--- config.mk ---
export PLATFORM = sky130hd
export DESIGN_NAME = gb_cpu
export DESIGN_NICKNAME = d
export VERILOG_FILES = /design/src/logic/gb_cpu_pkg.sv /design/src/logic/gb_cpu_if.sv /design/src/logic/gb_execute.sv /design/src/logic/gb_result.sv /design/src/logic/gb_decode.sv /design/src/logic/gb_cpu.sv
export VERILOG_INCLUDE_DIRS = /design/src /design/src/logic
export SDC_FILE = /design/constraint.sdc
export NUM_CORES = 1
export LEC_CHECK = 0
export ABC_AREA = 1
export BUFFER_PORTS_ARGS = -buffer_cell sky130_fd_sc_hd__buf_2
export CORE_MARGIN = 3
export CORE_UTILIZATION = 50
export CTS_CLUSTER_SIZE = 30
export DETAILED_ROUTE_END_ITERATION = 8
export HOLD_SLACK_MARGIN = 0.15
export MAX_ROUTING_LAYER = met4
export PLACE_DENSITY = 0.7
export SKIP_CTS_REPAIR_TIMING = 1
export SYNTH_ARGS = -nofsm -noshare
export SYNTH_HDL_FRONTEND = slang
export SYNTH_SLANG_ARGS = --single-unit
--- constraint.sdc ---
create_clock -name clk -period 6.9 [get_ports clk]
set_input_delay 0.69 -clock clk [delete_from_list [all_inputs] [get_ports clk]]
set_output_delay 0.69 -clock clk [all_outputs]
set_load 0.03 [all_outputs]
--- src/logic/gb_cpu_defines.svh ---
`ifndef GB_CPU_DEFINES_SVH
`define GB_CPU_DEFINES_SVH

// bus widths.
`define GB_ADDR_W 16
`define GB_DATA_W 8

// first opcode fetch after reset.
`define GB_RESET_PC 16'h0000

// clocks in one machine cycle.
`define GB_MCYCLE_CLKS 4

// flag positions in the full F byte.
`define GB_FLAG_Z 7
`define GB_FLAG_N 6
`define GB_FLAG_H 5
// carry is the lowest flag bit.
`define GB_FLAG_C 4

`endif

--- src/logic/gb_cpu_pkg.sv ---
`default_nettype none

`include "gb_cpu_defines.svh"

package gb_cpu_pkg;

	// one data byte.
	typedef logic [`GB_DATA_W-1:0] byte_t;

	// bus address, also a register pair.
	typedef logic [`GB_ADDR_W-1:0] addr_t;

	// upper nibble of F, ordered Z N H C.
	typedef logic [3:0] flags_t;

	// register code of the opcode, 6 selects (HL).
	typedef logic [2:0] reg_idx_t;

	// pair code: BC DE HL SP.
	typedef logic [1:0] pair_idx_t;

	// decode state, one value per kind of machine cycle.
	typedef enum logic [2:0] {
		ph_ifetch,
		ph_cb_ifetch,
		ph_imml_fetch,
		ph_immh_fetch,
		ph_indirect_fetch,
		ph_indirect_store,
		ph_jump_imm
	} bus_phase_e;

	// source of the register write.
	typedef enum logic [2:0] {
		wb_arg,
		wb_alu,
		wb_bit,
		wb_imml,
		wb_imm16
	} wb_src_e;

endpackage

`default_nettype wire

--- src/logic/gb_cpu_if.sv ---
`timescale 1ns/1ps
`default_nettype none

// register view shared by decode and execute.
interface regs_if;
	import gb_cpu_pkg::*;

	byte_t a;
	flags_t f;
	// selected source operand.
	byte_t arg;
	addr_t bc;
	addr_t de;
	addr_t hl;
	reg_idx_t src_idx;

	// register file side.
	modport owner (output a, f, arg, bc, de, hl, input src_idx);

	// decode and execute side.
	modport user (input a, f, arg, bc, de, hl, output src_idx);
endinterface

// opcode to the ALU, results back.
interface alu_if;
	import gb_cpu_pkg::*;

	byte_t op;
	byte_t alu_result;
	flags_t alu_flags;
	// RES/SET value.
	byte_t bit_result;
	// BIT test outcome.
	logic bit_zero;

	// decode side.
	modport issuer (output op, input alu_result, alu_flags, bit_result, bit_zero);

	// execute side.
	modport unit (input op, output alu_result, alu_flags, bit_result, bit_zero);
endinterface

`default_nettype wire

--- src/logic/gb_execute.sv ---
`timescale 1ns/1ps
`default_nettype none

`include "gb_cpu_defines.svh"

module gb_execute (
	regs_if.user regs,
	alu_if.unit  alu
);
	import gb_cpu_pkg::*;

	localparam int c_bit = `GB_FLAG_C - (`GB_DATA_W - 4);

	// carry out in the top bit.
	logic [`GB_DATA_W:0] wide;
	logic cy_use;
	byte_t res;
	logic fn, fh, fcy;
	byte_t bit_val;

	always_comb begin
		cy_use = 1'b0;
		wide = '0;
		res = '0;
		fn = 1'b0;
		fh = 1'b0;
		fcy = 1'b0;
		case (alu.op[5:3])
			// ADD, ADC.
			3'd0, 3'd1: begin
				cy_use = alu.op[3] & regs.f[c_bit];
				wide = {1'b0, regs.a} + {1'b0, regs.arg} + {{`GB_DATA_W{1'b0}}, cy_use};
				res = wide[`GB_DATA_W-1:0];
				fcy = wide[`GB_DATA_W];
				fh = ((regs.a[4] == regs.arg[4]) == res[4]);
			end
			// SUB, SBC, CP; CP takes no carry.
			3'd2, 3'd3, 3'd7: begin
				cy_use = alu.op[3] & !alu.op[5] & regs.f[c_bit];
				wide = {1'b0, regs.a} - {1'b0, regs.arg} - {{`GB_DATA_W{1'b0}}, cy_use};
				res = wide[`GB_DATA_W-1:0];
				fcy = wide[`GB_DATA_W];
				fn = 1'b1;
				fh = ((res[4] == regs.arg[4]) == regs.a[4]);
			end
			3'd4: begin
				res = regs.a & regs.arg;
				// AND always sets H.
				fh = 1'b1;
			end
			3'd5:
				res = regs.a ^ regs.arg;
			default:
				res = regs.a | regs.arg;
		endcase
	end

	assign alu.alu_result = res;
	assign alu.alu_flags = {res == '0, fn, fh, fcy};

	// op[5:3] bit index, op[6] new value.
	always_comb begin
		bit_val = regs.arg;
		bit_val[alu.op[5:3]] = alu.op[6];
	end

	assign alu.bit_result = bit_val;
	assign alu.bit_zero = !regs.arg[alu.op[5:3]];

endmodule

`default_nettype wire

--- src/logic/gb_result.sv ---
`timescale 1ns/1ps
`default_nettype none

`include "gb_cpu_defines.svh"

module gb_result (
	input  logic                  clk,
	input  logic                  reset,
	regs_if.owner                 regs,
	alu_if.unit                   alu,
	input  logic                  reg_we,
	input  logic                  pair_we,
	input  logic                  flag_we,
	input  gb_cpu_pkg::reg_idx_t  reg_dst,
	input  gb_cpu_pkg::pair_idx_t pair_dst,
	input  gb_cpu_pkg::wb_src_e   wb_src,
	input  gb_cpu_pkg::flags_t    flag_mask,
	input  gb_cpu_pkg::byte_t     imml,
	input  gb_cpu_pkg::addr_t     imm16
);
	import gb_cpu_pkg::*;

	localparam int flag_lsb = `GB_DATA_W - 4;

	byte_t b, c, d, e, h, l, a;
	flags_t f;
	addr_t sp;
	byte_t wr_byte;
	byte_t arg;
	flags_t flag_val;

	// source operand, code 6 is the fetched byte.
	always_comb begin
		case (regs.src_idx)
			3'd0: arg = b;
			3'd1: arg = c;
			3'd2: arg = d;
			3'd3: arg = e;
			3'd4: arg = h;
			3'd5: arg = l;
			3'd6: arg = imml;
			default: arg = a;
		endcase
	end

	// 8-bit write value.
	always_comb begin
		case (wb_src)
			wb_alu: wr_byte = alu.alu_result;
			wb_bit: wr_byte = alu.bit_result;
			wb_imml: wr_byte = imml;
			wb_imm16: wr_byte = imm16[`GB_DATA_W-1:0];
			default: wr_byte = arg;
		endcase
	end

	// BIT gives Z, clears N, sets H.
	always_comb begin
		flag_val = alu.alu_flags;
		if (wb_src == wb_bit) begin
			flag_val[`GB_FLAG_Z - flag_lsb] = alu.bit_zero;
			flag_val[`GB_FLAG_N - flag_lsb] = 1'b0;
			flag_val[`GB_FLAG_H - flag_lsb] = 1'b1;
			flag_val[`GB_FLAG_C - flag_lsb] = 1'b0;
		end
	end

	always_ff @(posedge clk) begin
		if (reg_we) begin
			case (reg_dst)
				3'd0: b <= wr_byte;
				3'd1: c <= wr_byte;
				3'd2: d <= wr_byte;
				3'd3: e <= wr_byte;
				3'd4: h <= wr_byte;
				3'd5: l <= wr_byte;
				3'd7: a <= wr_byte;
				default: ;
			endcase
		end
		// pairs always load the 16-bit value.
		if (pair_we) begin
			case (pair_dst)
				2'd0: {b, c} <= imm16;
				2'd1: {d, e} <= imm16;
				2'd2: {h, l} <= imm16;
				default: sp <= imm16;
			endcase
		end
	end

	// only masked flags change.
	always_ff @(posedge clk) begin
		if (reset)
			f <= '0;
		else if (flag_we)
			f <= (f & ~flag_mask) | (flag_val & flag_mask);
	end

	assign regs.a = a;
	assign regs.f = f;
	assign regs.arg = arg;
	assign regs.bc = {b, c};
	assign regs.de = {d, e};
	assign regs.hl = {h, l};

endmodule

`default_nettype wire

--- src/logic/gb_decode.sv ---
`timescale 1ns/1ps
`default_nettype none

`include "gb_cpu_defines.svh"

module gb_decode (
	input  logic                  clk,
	input  logic                  reset,
	input  gb_cpu_pkg::byte_t     data,
	output gb_cpu_pkg::addr_t     adr,
	output gb_cpu_pkg::byte_t     dout,
	output logic                  ddrv,
	output logic                  read,
	output logic                  write,
	output gb_cpu_pkg::byte_t     dbg,
	regs_if.user                  regs,
	alu_if.issuer                 alu,
	output logic                  reg_we,
	output logic                  pair_we,
	output logic                  flag_we,
	output gb_cpu_pkg::reg_idx_t  reg_dst,
	output gb_cpu_pkg::pair_idx_t pair_dst,
	output gb_cpu_pkg::wb_src_e   wb_src,
	output gb_cpu_pkg::flags_t    flag_mask,
	output gb_cpu_pkg::byte_t     imml,
	output gb_cpu_pkg::addr_t     imm16
);
	import gb_cpu_pkg::*;

	localparam int cyc_w = $clog2(`GB_MCYCLE_CLKS);
	localparam int flag_lsb = `GB_DATA_W - 4;

	bus_phase_e phase, phase_n;
	logic [cyc_w-1:0] cycle, cycle_n;
	logic dummy, dummy_n;
	byte_t op, op_n;
	logic op_bank, op_bank_n;
	byte_t imml_n, immh, immh_n;
	addr_t pc, pc_n;
	addr_t adr_n;
	byte_t dout_n;
	logic ddrv_n, read_n, write_n;
	// shared incrementer for pc and HL.
	addr_t step_base, step_delta, sum16;
	logic hl_step, cond_flag, jump_taken;

	assign dbg = op;
	assign alu.op = op;
	assign regs.src_idx = op[2:0];

	// post increment/decrement loads through HL.
	assign hl_step = !op_bank && (op == 8'h22 || op == 8'h32 || op == 8'h2a || op == 8'h3a);

	// pc in the data clock, HL otherwise.
	assign step_base = (cycle == cyc_w'(1)) ? pc : regs.hl;
	assign step_delta = (cycle != cyc_w'(1) && hl_step && op[4]) ? 16'hffff : 16'h0001;
	assign sum16 = step_base + step_delta;

	assign imm16 = hl_step ? sum16 : {immh, imml};

	// op[4] picks C over Z, op[3] the wanted level.
	assign cond_flag = op[4] ? regs.f[`GB_FLAG_C - flag_lsb] : regs.f[`GB_FLAG_Z - flag_lsb];
	assign jump_taken = op[0] || (cond_flag == op[3]);

	always_comb begin
		adr_n = adr;
		read_n = read;
		write_n = write;
		ddrv_n = ddrv;
		dout_n = dout;
		phase_n = phase;
		cycle_n = cycle + cyc_w'(1);
		dummy_n = dummy;
		op_n = op;
		op_bank_n = op_bank;
		imml_n = imml;
		immh_n = immh;
		pc_n = pc;
		reg_we = 1'b0;
		reg_dst = op[5:3];
		pair_we = 1'b0;
		pair_dst = op[5:4];
		wb_src = wb_arg;
		flag_we = 1'b0;
		flag_mask = '0;

		if (dummy) begin
			// idle until the machine cycle ends.
			if (cycle == cyc_w'(`GB_MCYCLE_CLKS - 1))
				dummy_n = 1'b0;
		end else begin
			case (phase)
				ph_ifetch, ph_cb_ifetch, ph_imml_fetch, ph_immh_fetch: begin
					if (cycle == cyc_w'(0)) begin
						// read at pc.
						adr_n = pc;
						read_n = 1'b1;
						ddrv_n = 1'b0;
						if (phase == ph_ifetch || phase == ph_cb_ifetch)
							op_bank_n = (phase == ph_cb_ifetch);
					end else if (cycle == cyc_w'(1)) begin
						read_n = 1'b0;
						pc_n = sum16;
						case (phase)
							ph_imml_fetch: imml_n = data;
							ph_immh_fetch: immh_n = data;
							default: op_n = data;
						endcase
					end
				end
				ph_indirect_fetch: begin
					// adr was set by the writeback before.
					if (cycle == cyc_w'(0)) begin
						read_n = 1'b1;
						ddrv_n = 1'b0;
					end else if (cycle == cyc_w'(1)) begin
						imml_n = data;
						read_n = 1'b0;
					end
				end
				ph_indirect_store: begin
					if (cycle == cyc_w'(0)) begin
						write_n = 1'b1;
						dout_n = imml;
						ddrv_n = 1'b1;
					end else if (cycle == cyc_w'(1)) begin
						write_n = 1'b0;
					end
				end
				default: ;
			endcase

			if (cycle >= cyc_w'(2)) begin
				// writeback, then dummy clocks.
				dummy_n = 1'b1;
				phase_n = ph_ifetch;
				adr_n = regs.hl;
				casez ({op_bank, op})
					// NOP, STOP, HALT, DI, EI.
					9'h000, 9'h010, 9'h076, 9'h0f3, 9'h0fb: ;
					9'h0cb:
						phase_n = ph_cb_ifetch;
					// LD r,d8 and LD r,r'.
					9'h006, 9'h016, 9'h026, 9'h036, 9'h00e, 9'h01e, 9'h02e, 9'h03e,
					9'b0_01??_????: begin
						if (phase == ph_ifetch && op[2:0] == 3'd6)
							phase_n = op[6] ? ph_indirect_fetch : ph_imml_fetch;
						else if (op[5:3] != 3'd6)
							reg_we = 1'b1;
						else if (phase != ph_indirect_store) begin
							imml_n = regs.arg;
							phase_n = ph_indirect_store;
						end
					end
					// LD rr,d16.
					9'h001, 9'h011, 9'h021, 9'h031: begin
						case (phase)
							ph_ifetch: phase_n = ph_imml_fetch;
							ph_imml_fetch: phase_n = ph_immh_fetch;
							ph_immh_fetch: begin
								pair_we = 1'b1;
								wb_src = wb_imm16;
							end
							default: ;
						endcase
					end
					// LD (BC)/(DE),A.
					9'h002, 9'h012: begin
						if (phase == ph_ifetch) begin
							adr_n = op[4] ? regs.de : regs.bc;
							imml_n = regs.a;
							phase_n = ph_indirect_store;
						end
					end
					// LD (HL+)/(HL-),A, store at the old HL.
					9'h022, 9'h032: begin
						if (phase == ph_ifetch) begin
							imml_n = regs.a;
							phase_n = ph_indirect_store;
							pair_we = 1'b1;
							pair_dst = 2'd2;
							wb_src = wb_imm16;
						end
					end
					// LD A,(BC)/(DE).
					9'h00a, 9'h01a: begin
						if (phase == ph_ifetch) begin
							adr_n = op[4] ? regs.de : regs.bc;
							phase_n = ph_indirect_fetch;
						end else begin
							reg_we = 1'b1;
							reg_dst = 3'd7;
							wb_src = wb_imml;
						end
					end
					// LD A,(HL+)/(HL-).
					9'h02a, 9'h03a: begin
						if (phase == ph_ifetch) begin
							phase_n = ph_indirect_fetch;
							pair_we = 1'b1;
							pair_dst = 2'd2;
							wb_src = wb_imm16;
						end else begin
							reg_we = 1'b1;
							reg_dst = 3'd7;
							wb_src = wb_imml;
						end
					end
					// ALU on register, (HL) or d8.
					9'b0_10??_????, 9'b0_11??_?110: begin
						if (phase == ph_ifetch && op[2:0] == 3'd6)
							phase_n = op[6] ? ph_imml_fetch : ph_indirect_fetch;
						else begin
							// CP only touches the flags.
							reg_we = (op[5:3] != 3'd7);
							reg_dst = 3'd7;
							wb_src = wb_alu;
							flag_we = 1'b1;
							flag_mask = '1;
						end
					end
					// JP a16 and JP cc,a16.
					9'h0c3, 9'h0c2, 9'h0d2, 9'h0ca, 9'h0da: begin
						case (phase)
							ph_ifetch: phase_n = ph_imml_fetch;
							ph_imml_fetch: phase_n = ph_immh_fetch;
							ph_immh_fetch: begin
								if (jump_taken)
									phase_n = ph_jump_imm;
							end
							ph_jump_imm: pc_n = {immh, imml};
							default: ;
						endcase
					end
					// BIT n, flags only.
					9'b1_01??_????: begin
						if (phase == ph_cb_ifetch && op[2:0] == 3'd6)
							phase_n = ph_indirect_fetch;
						else begin
							wb_src = wb_bit;
							flag_we = 1'b1;
							flag_mask = 4'b1110;
						end
					end
					// RES n and SET n.
					9'b1_1???_????: begin
						if (phase == ph_cb_ifetch && op[2:0] == 3'd6)
							phase_n = ph_indirect_fetch;
						else if (op[2:0] != 3'd6) begin
							reg_we = 1'b1;
							reg_dst = op[2:0];
							wb_src = wb_bit;
						end else if (phase != ph_indirect_store) begin
							imml_n = alu.bit_result;
							phase_n = ph_indirect_store;
						end
					end
					default: ;
				endcase
			end
		end
	end

	always_ff @(posedge clk) begin
		if (reset) begin
			phase <= ph_ifetch;
			cycle <= '0;
			dummy <= 1'b0;
			op_bank <= 1'b0;
			read <= 1'b0;
			write <= 1'b0;
			ddrv <= 1'b0;
			dout <= '0;
			pc <= `GB_RESET_PC;
		end else begin
			phase <= phase_n;
			cycle <= cycle_n;
			dummy <= dummy_n;
			op_bank <= op_bank_n;
			read <= read_n;
			write <= write_n;
			ddrv <= ddrv_n;
			dout <= dout_n;
			pc <= pc_n;
		end
	end

	// bus address and latches.
	always_ff @(posedge clk) begin
		adr <= adr_n;
		op <= op_n;
		imml <= imml_n;
		immh <= immh_n;
	end

endmodule

`default_nettype wire

--- src/logic/gb_cpu.sv ---
`timescale 1ns/1ps
`default_nettype none

module gb_cpu (
	input  logic              clk,
	input  logic              reset,
	input  gb_cpu_pkg::byte_t data,
	output gb_cpu_pkg::addr_t adr,
	output gb_cpu_pkg::byte_t dout,
	output logic              ddrv,
	output logic              read,
	output logic              write,
	output gb_cpu_pkg::byte_t dbg
);
	import gb_cpu_pkg::*;

	// writeback command from decode.
	logic reg_we, pair_we, flag_we;
	reg_idx_t reg_dst;
	pair_idx_t pair_dst;
	wb_src_e wb_src;
	flags_t flag_mask;
	byte_t imml;
	addr_t imm16;

	regs_if regs ();
	alu_if alu ();

	// state machine, pc and bus.
	gb_decode i_gb_decode (
		.clk       (clk),
		.reset     (reset),
		.data      (data),
		.adr       (adr),
		.dout      (dout),
		.ddrv      (ddrv),
		.read      (read),
		.write     (write),
		.dbg       (dbg),
		.regs      (regs.user),
		.alu       (alu.issuer),
		.reg_we    (reg_we),
		.pair_we   (pair_we),
		.flag_we   (flag_we),
		.reg_dst   (reg_dst),
		.pair_dst  (pair_dst),
		.wb_src    (wb_src),
		.flag_mask (flag_mask),
		.imml      (imml),
		.imm16     (imm16)
	);

	// combinational ALU and bit unit.
	gb_execute i_gb_execute (
		.regs (regs.user),
		.alu  (alu.unit)
	);

	// register file and flags.
	gb_result i_gb_result (
		.clk       (clk),
		.reset     (reset),
		.regs      (regs.owner),
		.alu       (alu.unit),
		.reg_we    (reg_we),
		.pair_we   (pair_we),
		.flag_we   (flag_we),
		.reg_dst   (reg_dst),
		.pair_dst  (pair_dst),
		.wb_src    (wb_src),
		.flag_mask (flag_mask),
		.imml      (imml),
		.imm16     (imm16)
	);

endmodule

`default_nettype wire

==> summary.txt <==
Status
  – Outcome: completed

Critical path
  – Req. time, crit path: 7.23 ns
  – Register-to-register path setup slack: 2.27 ns
  – Largest stage delay, worst path: 0.70 ns
  – Crit path top cell by count: sky130_fd_sc_hd__nand2_1
  – Cells along the critical path: inv_1, ha_1, inv_1, nand3_1, inv_1, ha_1, a21oi_1, a21boi_0, nand2_1, nand2_1, nand3_1, nand2_1, nor2_1, nor2_1, nand3_2, nand2_1, nand3_1, nand2_1, inv_1
  – Type of the worst setup path: flip-flop to flip-flop
  – Category of cells accounting for the largest share of critical-path delay: simple AND/OR/NAND/NOR gates
  – Kind of end point of the critical path: flip-flop
  – Largest fanout on the critical path: 26
  – Worst Setup Start Kind: flip-flop
  – Arrival time at the worst endpoint: 4.96 ns
  – Standard cell with the maximum stage delay on the critical path: sky130_fd_sc_hd__ha_1
  – Worst Path Buf+Inv: 4

Placement
  – Gp weighted congestion: 1.01
  – Total half-perimeter wirelength after legalization and detailed placement: 31.7 mm
  – Number of buffer cells added on primary ports: 44

Finish
  – Area growth from synthesis to final layout: 9.45%
  – Number of diodes: 0
  – Net count of the finished layout: 1765
  – Filler cell count in the final layout: 2024
  – Share of the core filled with cells: 56.9%
  – Share of final-layout standard cells stronger than drive strength 1: 10.1%

Timing
  – Final Hold Vio Count: 0
  – Final Max Slew Viols: 0
  – Clock Skews: 0.0136 ns
  – Final total negative setup slack: 0 ns
  – Slew at the pin closest to its max-slew limit: 1.16 ns
  – Setup repair after global routing missed its margin: false
  – Peak Freq: 216 MHz
  – Headroom to the max-slew limit: 22.2%
  – Crit path time final: 4.63 ns
  – Total of endpoints with negative setup slack in the final report: 0
  – Final period utilization: 67.1%

Floorplan
  – Core Footprint: 20600 µm²
  – Die Y-Extent: 152 µm
  – FP Rows: 52
  – Die X-Extent: 152 µm
  – Initial Util: 52.0%
  – Total I/O pin count: 45
  – Area enclosed by the die boundary: 23300 µm²

Route
  – Detailed-routing iteration count for the pre-antenna-repair pass: 9
  – Total met3 wirelength after detailed routing: 4.68 mm
  – Average wire per cell in the routed design: 21.0 µm
  – Met2 wire length: 17.6 mm
  – DRC Markers: 0
  – First DRT Iteration DRCs: 1260
  – Antenna Nets Post-Route: 0
  – Total wirelength of the detailed-routed design: 41.6 mm
  – Via/cell ratio: 5.84
  – DR vias: 11600
  – Met1 wire length: 18.1 mm
  – Uppermost signal routing layer after detailed routing: met4

Clock tree
  – Sinks on the clock net: 132
  – Number of buffers added by the clock tree synthesis step: 17
  – Clock tree buffer depth: 2
  – Clock-pin slew of the registers on the worst-case setup and hold paths: 0.07 ns
  – CTS H-tree depth: 4
  – CTS tree: built
  – Clock insertion delay at the later pin of the skew report: 0.44 ns
  – Clock root buffer: sky130_fd_sc_hd__clkbuf_16

Pwr
  – Maximum resistive drop on vdd: 179 µV
  – Pleak: 0.00566 µW
  – Power Density: 276 nW/µm²

Synth
  – Fraction of synthesized cell area taken by the top area cell type: 17.7%
  – Largest cells by area after synthesis: sky130_fd_sc_hd__nand2_1 18%, sky130_fd_sc_hd__dfxtp_1 16%, sky130_fd_sc_hd__edfxtp_1 13%
  – Biggest area consumer among synthesized cells: sky130_fd_sc_hd__nand2_1
  – Total of flip-flops plus latches after synthesis: 132
  – Synthesized net count: 1742
  – Post-Syn Instances: 1679
  – Ys flop type: sky130_fd_sc_hd__dfxtp_1
  – Number of warnings reported in the yosys synthesis log: 0
  – Synthesized cell area: 10700 µm²
  – EDFF count, synth: 48
  – Count of unique library cells instantiated by Yosys: 54
  – Sequential cell area fraction in the yosys report: 29.1%
  – Async set or reset register ratio after synthesis: 0%
  – Post-synthesis area per instance: 6.39 µm²

Global routing
  – Wire length of the first global-routing pass: 63.0 mm
  – Via count of the first global-routing pass: 10500
  – Antenna violations before repair: 0
  – Remaining global-route overflow: 0
  – GR Util All Layers: 35.8%
  – Pin count of the biggest net entering global routing: 39

Job
  – Count of max-cap constraint violations: 0

Min path
  – Hold crit path type: primary input to flip-flop
## cell type report
| type | instances | area (µm²) | share of cell area, % |
|---|---|---|---|
| multi-input combinational | 1274 | 6550 | 55.7 |
| sequential | 132 | 3120 | 26.6 |
| inverter | 225 | 845 | 7.19 |
| clock buffer | 22 | 529 | 4.51 |
| tap | 270 | 338 | 2.88 |
| timing repair buffer | 52 | 280 | 2.39 |
| clock inverter | 10 | 81.3 | 0.693 |
## kinds of logic (layout without fill, tap and decap cells)
kind of cell,after synthesis,in the layout,synth area share [%]
AOI/OAI and AO/OA,338,338,17.4
and+or+nand+nor,875,875,36.4
adders and majority gates,53,53,6.53
buffers and inverters,273,309,9.88
DFF,132,132,29.1
muxes,1,1,0.0933
xor gates and xnor gates,7,7,0.571
## stage by stage
stage               setup slack (ns)  hold slack (ns)  cell area (µm²)  std cells  total power (µW)
finish                          2.27            0.459            11700       1985              3240
global route                    1.87            0.467            11700       1985              3380
CTS                             2.32            0.460            11700       1985              3190
detailed placement              2.35            0.452            11100       1953              2250
global placement                2.37            0.448            11100       1953              2230
floorplan                       3.26            0.433            10700       1679              1860
## path summary, 6_finish.rpt
| kind | endpoint | from | cells past startpoint |
|---|---|---|---|
| worst max-delay path | i_gb_result.c[7] | i_gb_decode.cycle[1] | 19 |
| worst min-delay path | i_gb_decode.alu.op[4] | data[4] | 1 |
| worst max register to register | i_gb_result.c[7] | i_gb_decode.cycle[1] | 19 |
| worst min register to register | i_gb_decode.read | i_gb_decode.read | 2 |
## power breakdown
group | leakage (µW) | internal, µW | switching (µW) | total [µW]
sequential | 0.00116 | 979 | 185 | 1160
combinational | 0.00420 | 330 | 794 | 1120
clock | 0.000303 | 553 | 397 | 950
## cell usage in the layout, fill, tap and decap left out, types with 21 or more instances in the layout
| cell | Yosys | routed |
|---|---|---|
| sky130_fd_sc_hd__nand2_1 | 506 | 506 |
| sky130_fd_sc_hd__edfxtp_1 | 48 | 48 |
| sky130_fd_sc_hd__o211ai_1 | 21 | 21 |
| sky130_fd_sc_hd__nand3_1 | 122 | 122 |
| sky130_fd_sc_hd__ha_1 | 48 | 48 |
| sky130_fd_sc_hd__inv_1 | 204 | 204 |
| sky130_fd_sc_hd__dfxtp_1 | 84 | 84 |
| sky130_fd_sc_hd__nor2_1 | 144 | 144 |
| sky130_fd_sc_hd__o21ai_0 | 145 | 145 |
| sky130_fd_sc_hd__a21oi_1 | 114 | 114 |
| sky130_fd_sc_hd__buf_2 | 16 | 44 |
| sky130_fd_sc_hd__clkbuf_16 | 0 | 21 |
## sequential cells by signal, summed over array words and instances, names as in the netlist, 2 cells and up, named ones only
name	flops
i_gb_decode.adr	16
i_gb_decode.alu.op	8
i_gb_decode.cycle	2
i_gb_decode.dout	8
i_gb_decode.immh	8
i_gb_decode.imml	8
i_gb_decode.pc	16
i_gb_decode.phase	3
i_gb_result.b	8
i_gb_result.c	8
i_gb_result.d	8
i_gb_result.e	8
i_gb_result.h	8
i_gb_result.l	8
i_gb_result.regs.a	8
## worst reg2reg max path: stages (launching register included)
cell and delay, ns:
sky130_fd_sc_hd__dfxtp_1 0.34, sky130_fd_sc_hd__inv_1 0.09, sky130_fd_sc_hd__ha_1 0.70, sky130_fd_sc_hd__inv_1 0.43
sky130_fd_sc_hd__nand3_1 0.32, sky130_fd_sc_hd__inv_1 0.29, sky130_fd_sc_hd__ha_1 0.46, sky130_fd_sc_hd__a21oi_1 0.28
sky130_fd_sc_hd__a21boi_0 0.28, sky130_fd_sc_hd__nand2_1 0.15, sky130_fd_sc_hd__nand2_1 0.11, sky130_fd_sc_hd__nand3_1 0.18
sky130_fd_sc_hd__nand2_1 0.23, sky130_fd_sc_hd__nor2_1 0.06, sky130_fd_sc_hd__nor2_1 0.13, sky130_fd_sc_hd__nand3_2 0.19
sky130_fd_sc_hd__nand2_1 0.11, sky130_fd_sc_hd__nand3_1 0.07, sky130_fd_sc_hd__nand2_1 0.08, sky130_fd_sc_hd__inv_1 0.04
## Yosys cell counts (9+ instances only)
master                     instances
sky130_fd_sc_hd__nand2_1         506
sky130_fd_sc_hd__inv_1           204
sky130_fd_sc_hd__o21ai_0         145
sky130_fd_sc_hd__o211ai_1         21
sky130_fd_sc_hd__nor3_1           11
sky130_fd_sc_hd__clkbuf_1         27
sky130_fd_sc_hd__nand4_1          13
sky130_fd_sc_hd__buf_2            16
sky130_fd_sc_hd__dfxtp_1          84
sky130_fd_sc_hd__nand3_1         122
sky130_fd_sc_hd__nor2_2            9
sky130_fd_sc_hd__nand3_2          13
sky130_fd_sc_hd__a21oi_1         114
sky130_fd_sc_hd__nor2_4           13
sky130_fd_sc_hd__nand2_2          17
sky130_fd_sc_hd__inv_2            20
sky130_fd_sc_hd__edfxtp_1         48
sky130_fd_sc_hd__o22ai_1          13
sky130_fd_sc_hd__ha_1             48
sky130_fd_sc_hd__nor2_1          144
## per-layer routing
layer	global-route usage, %	up-vias
li1	-	5558
met1	50.4	5290
met2	51.5	645
met3	8.29	94
met4	10.9	0
met5	-	-
Power figures use the tool's default switching activity.
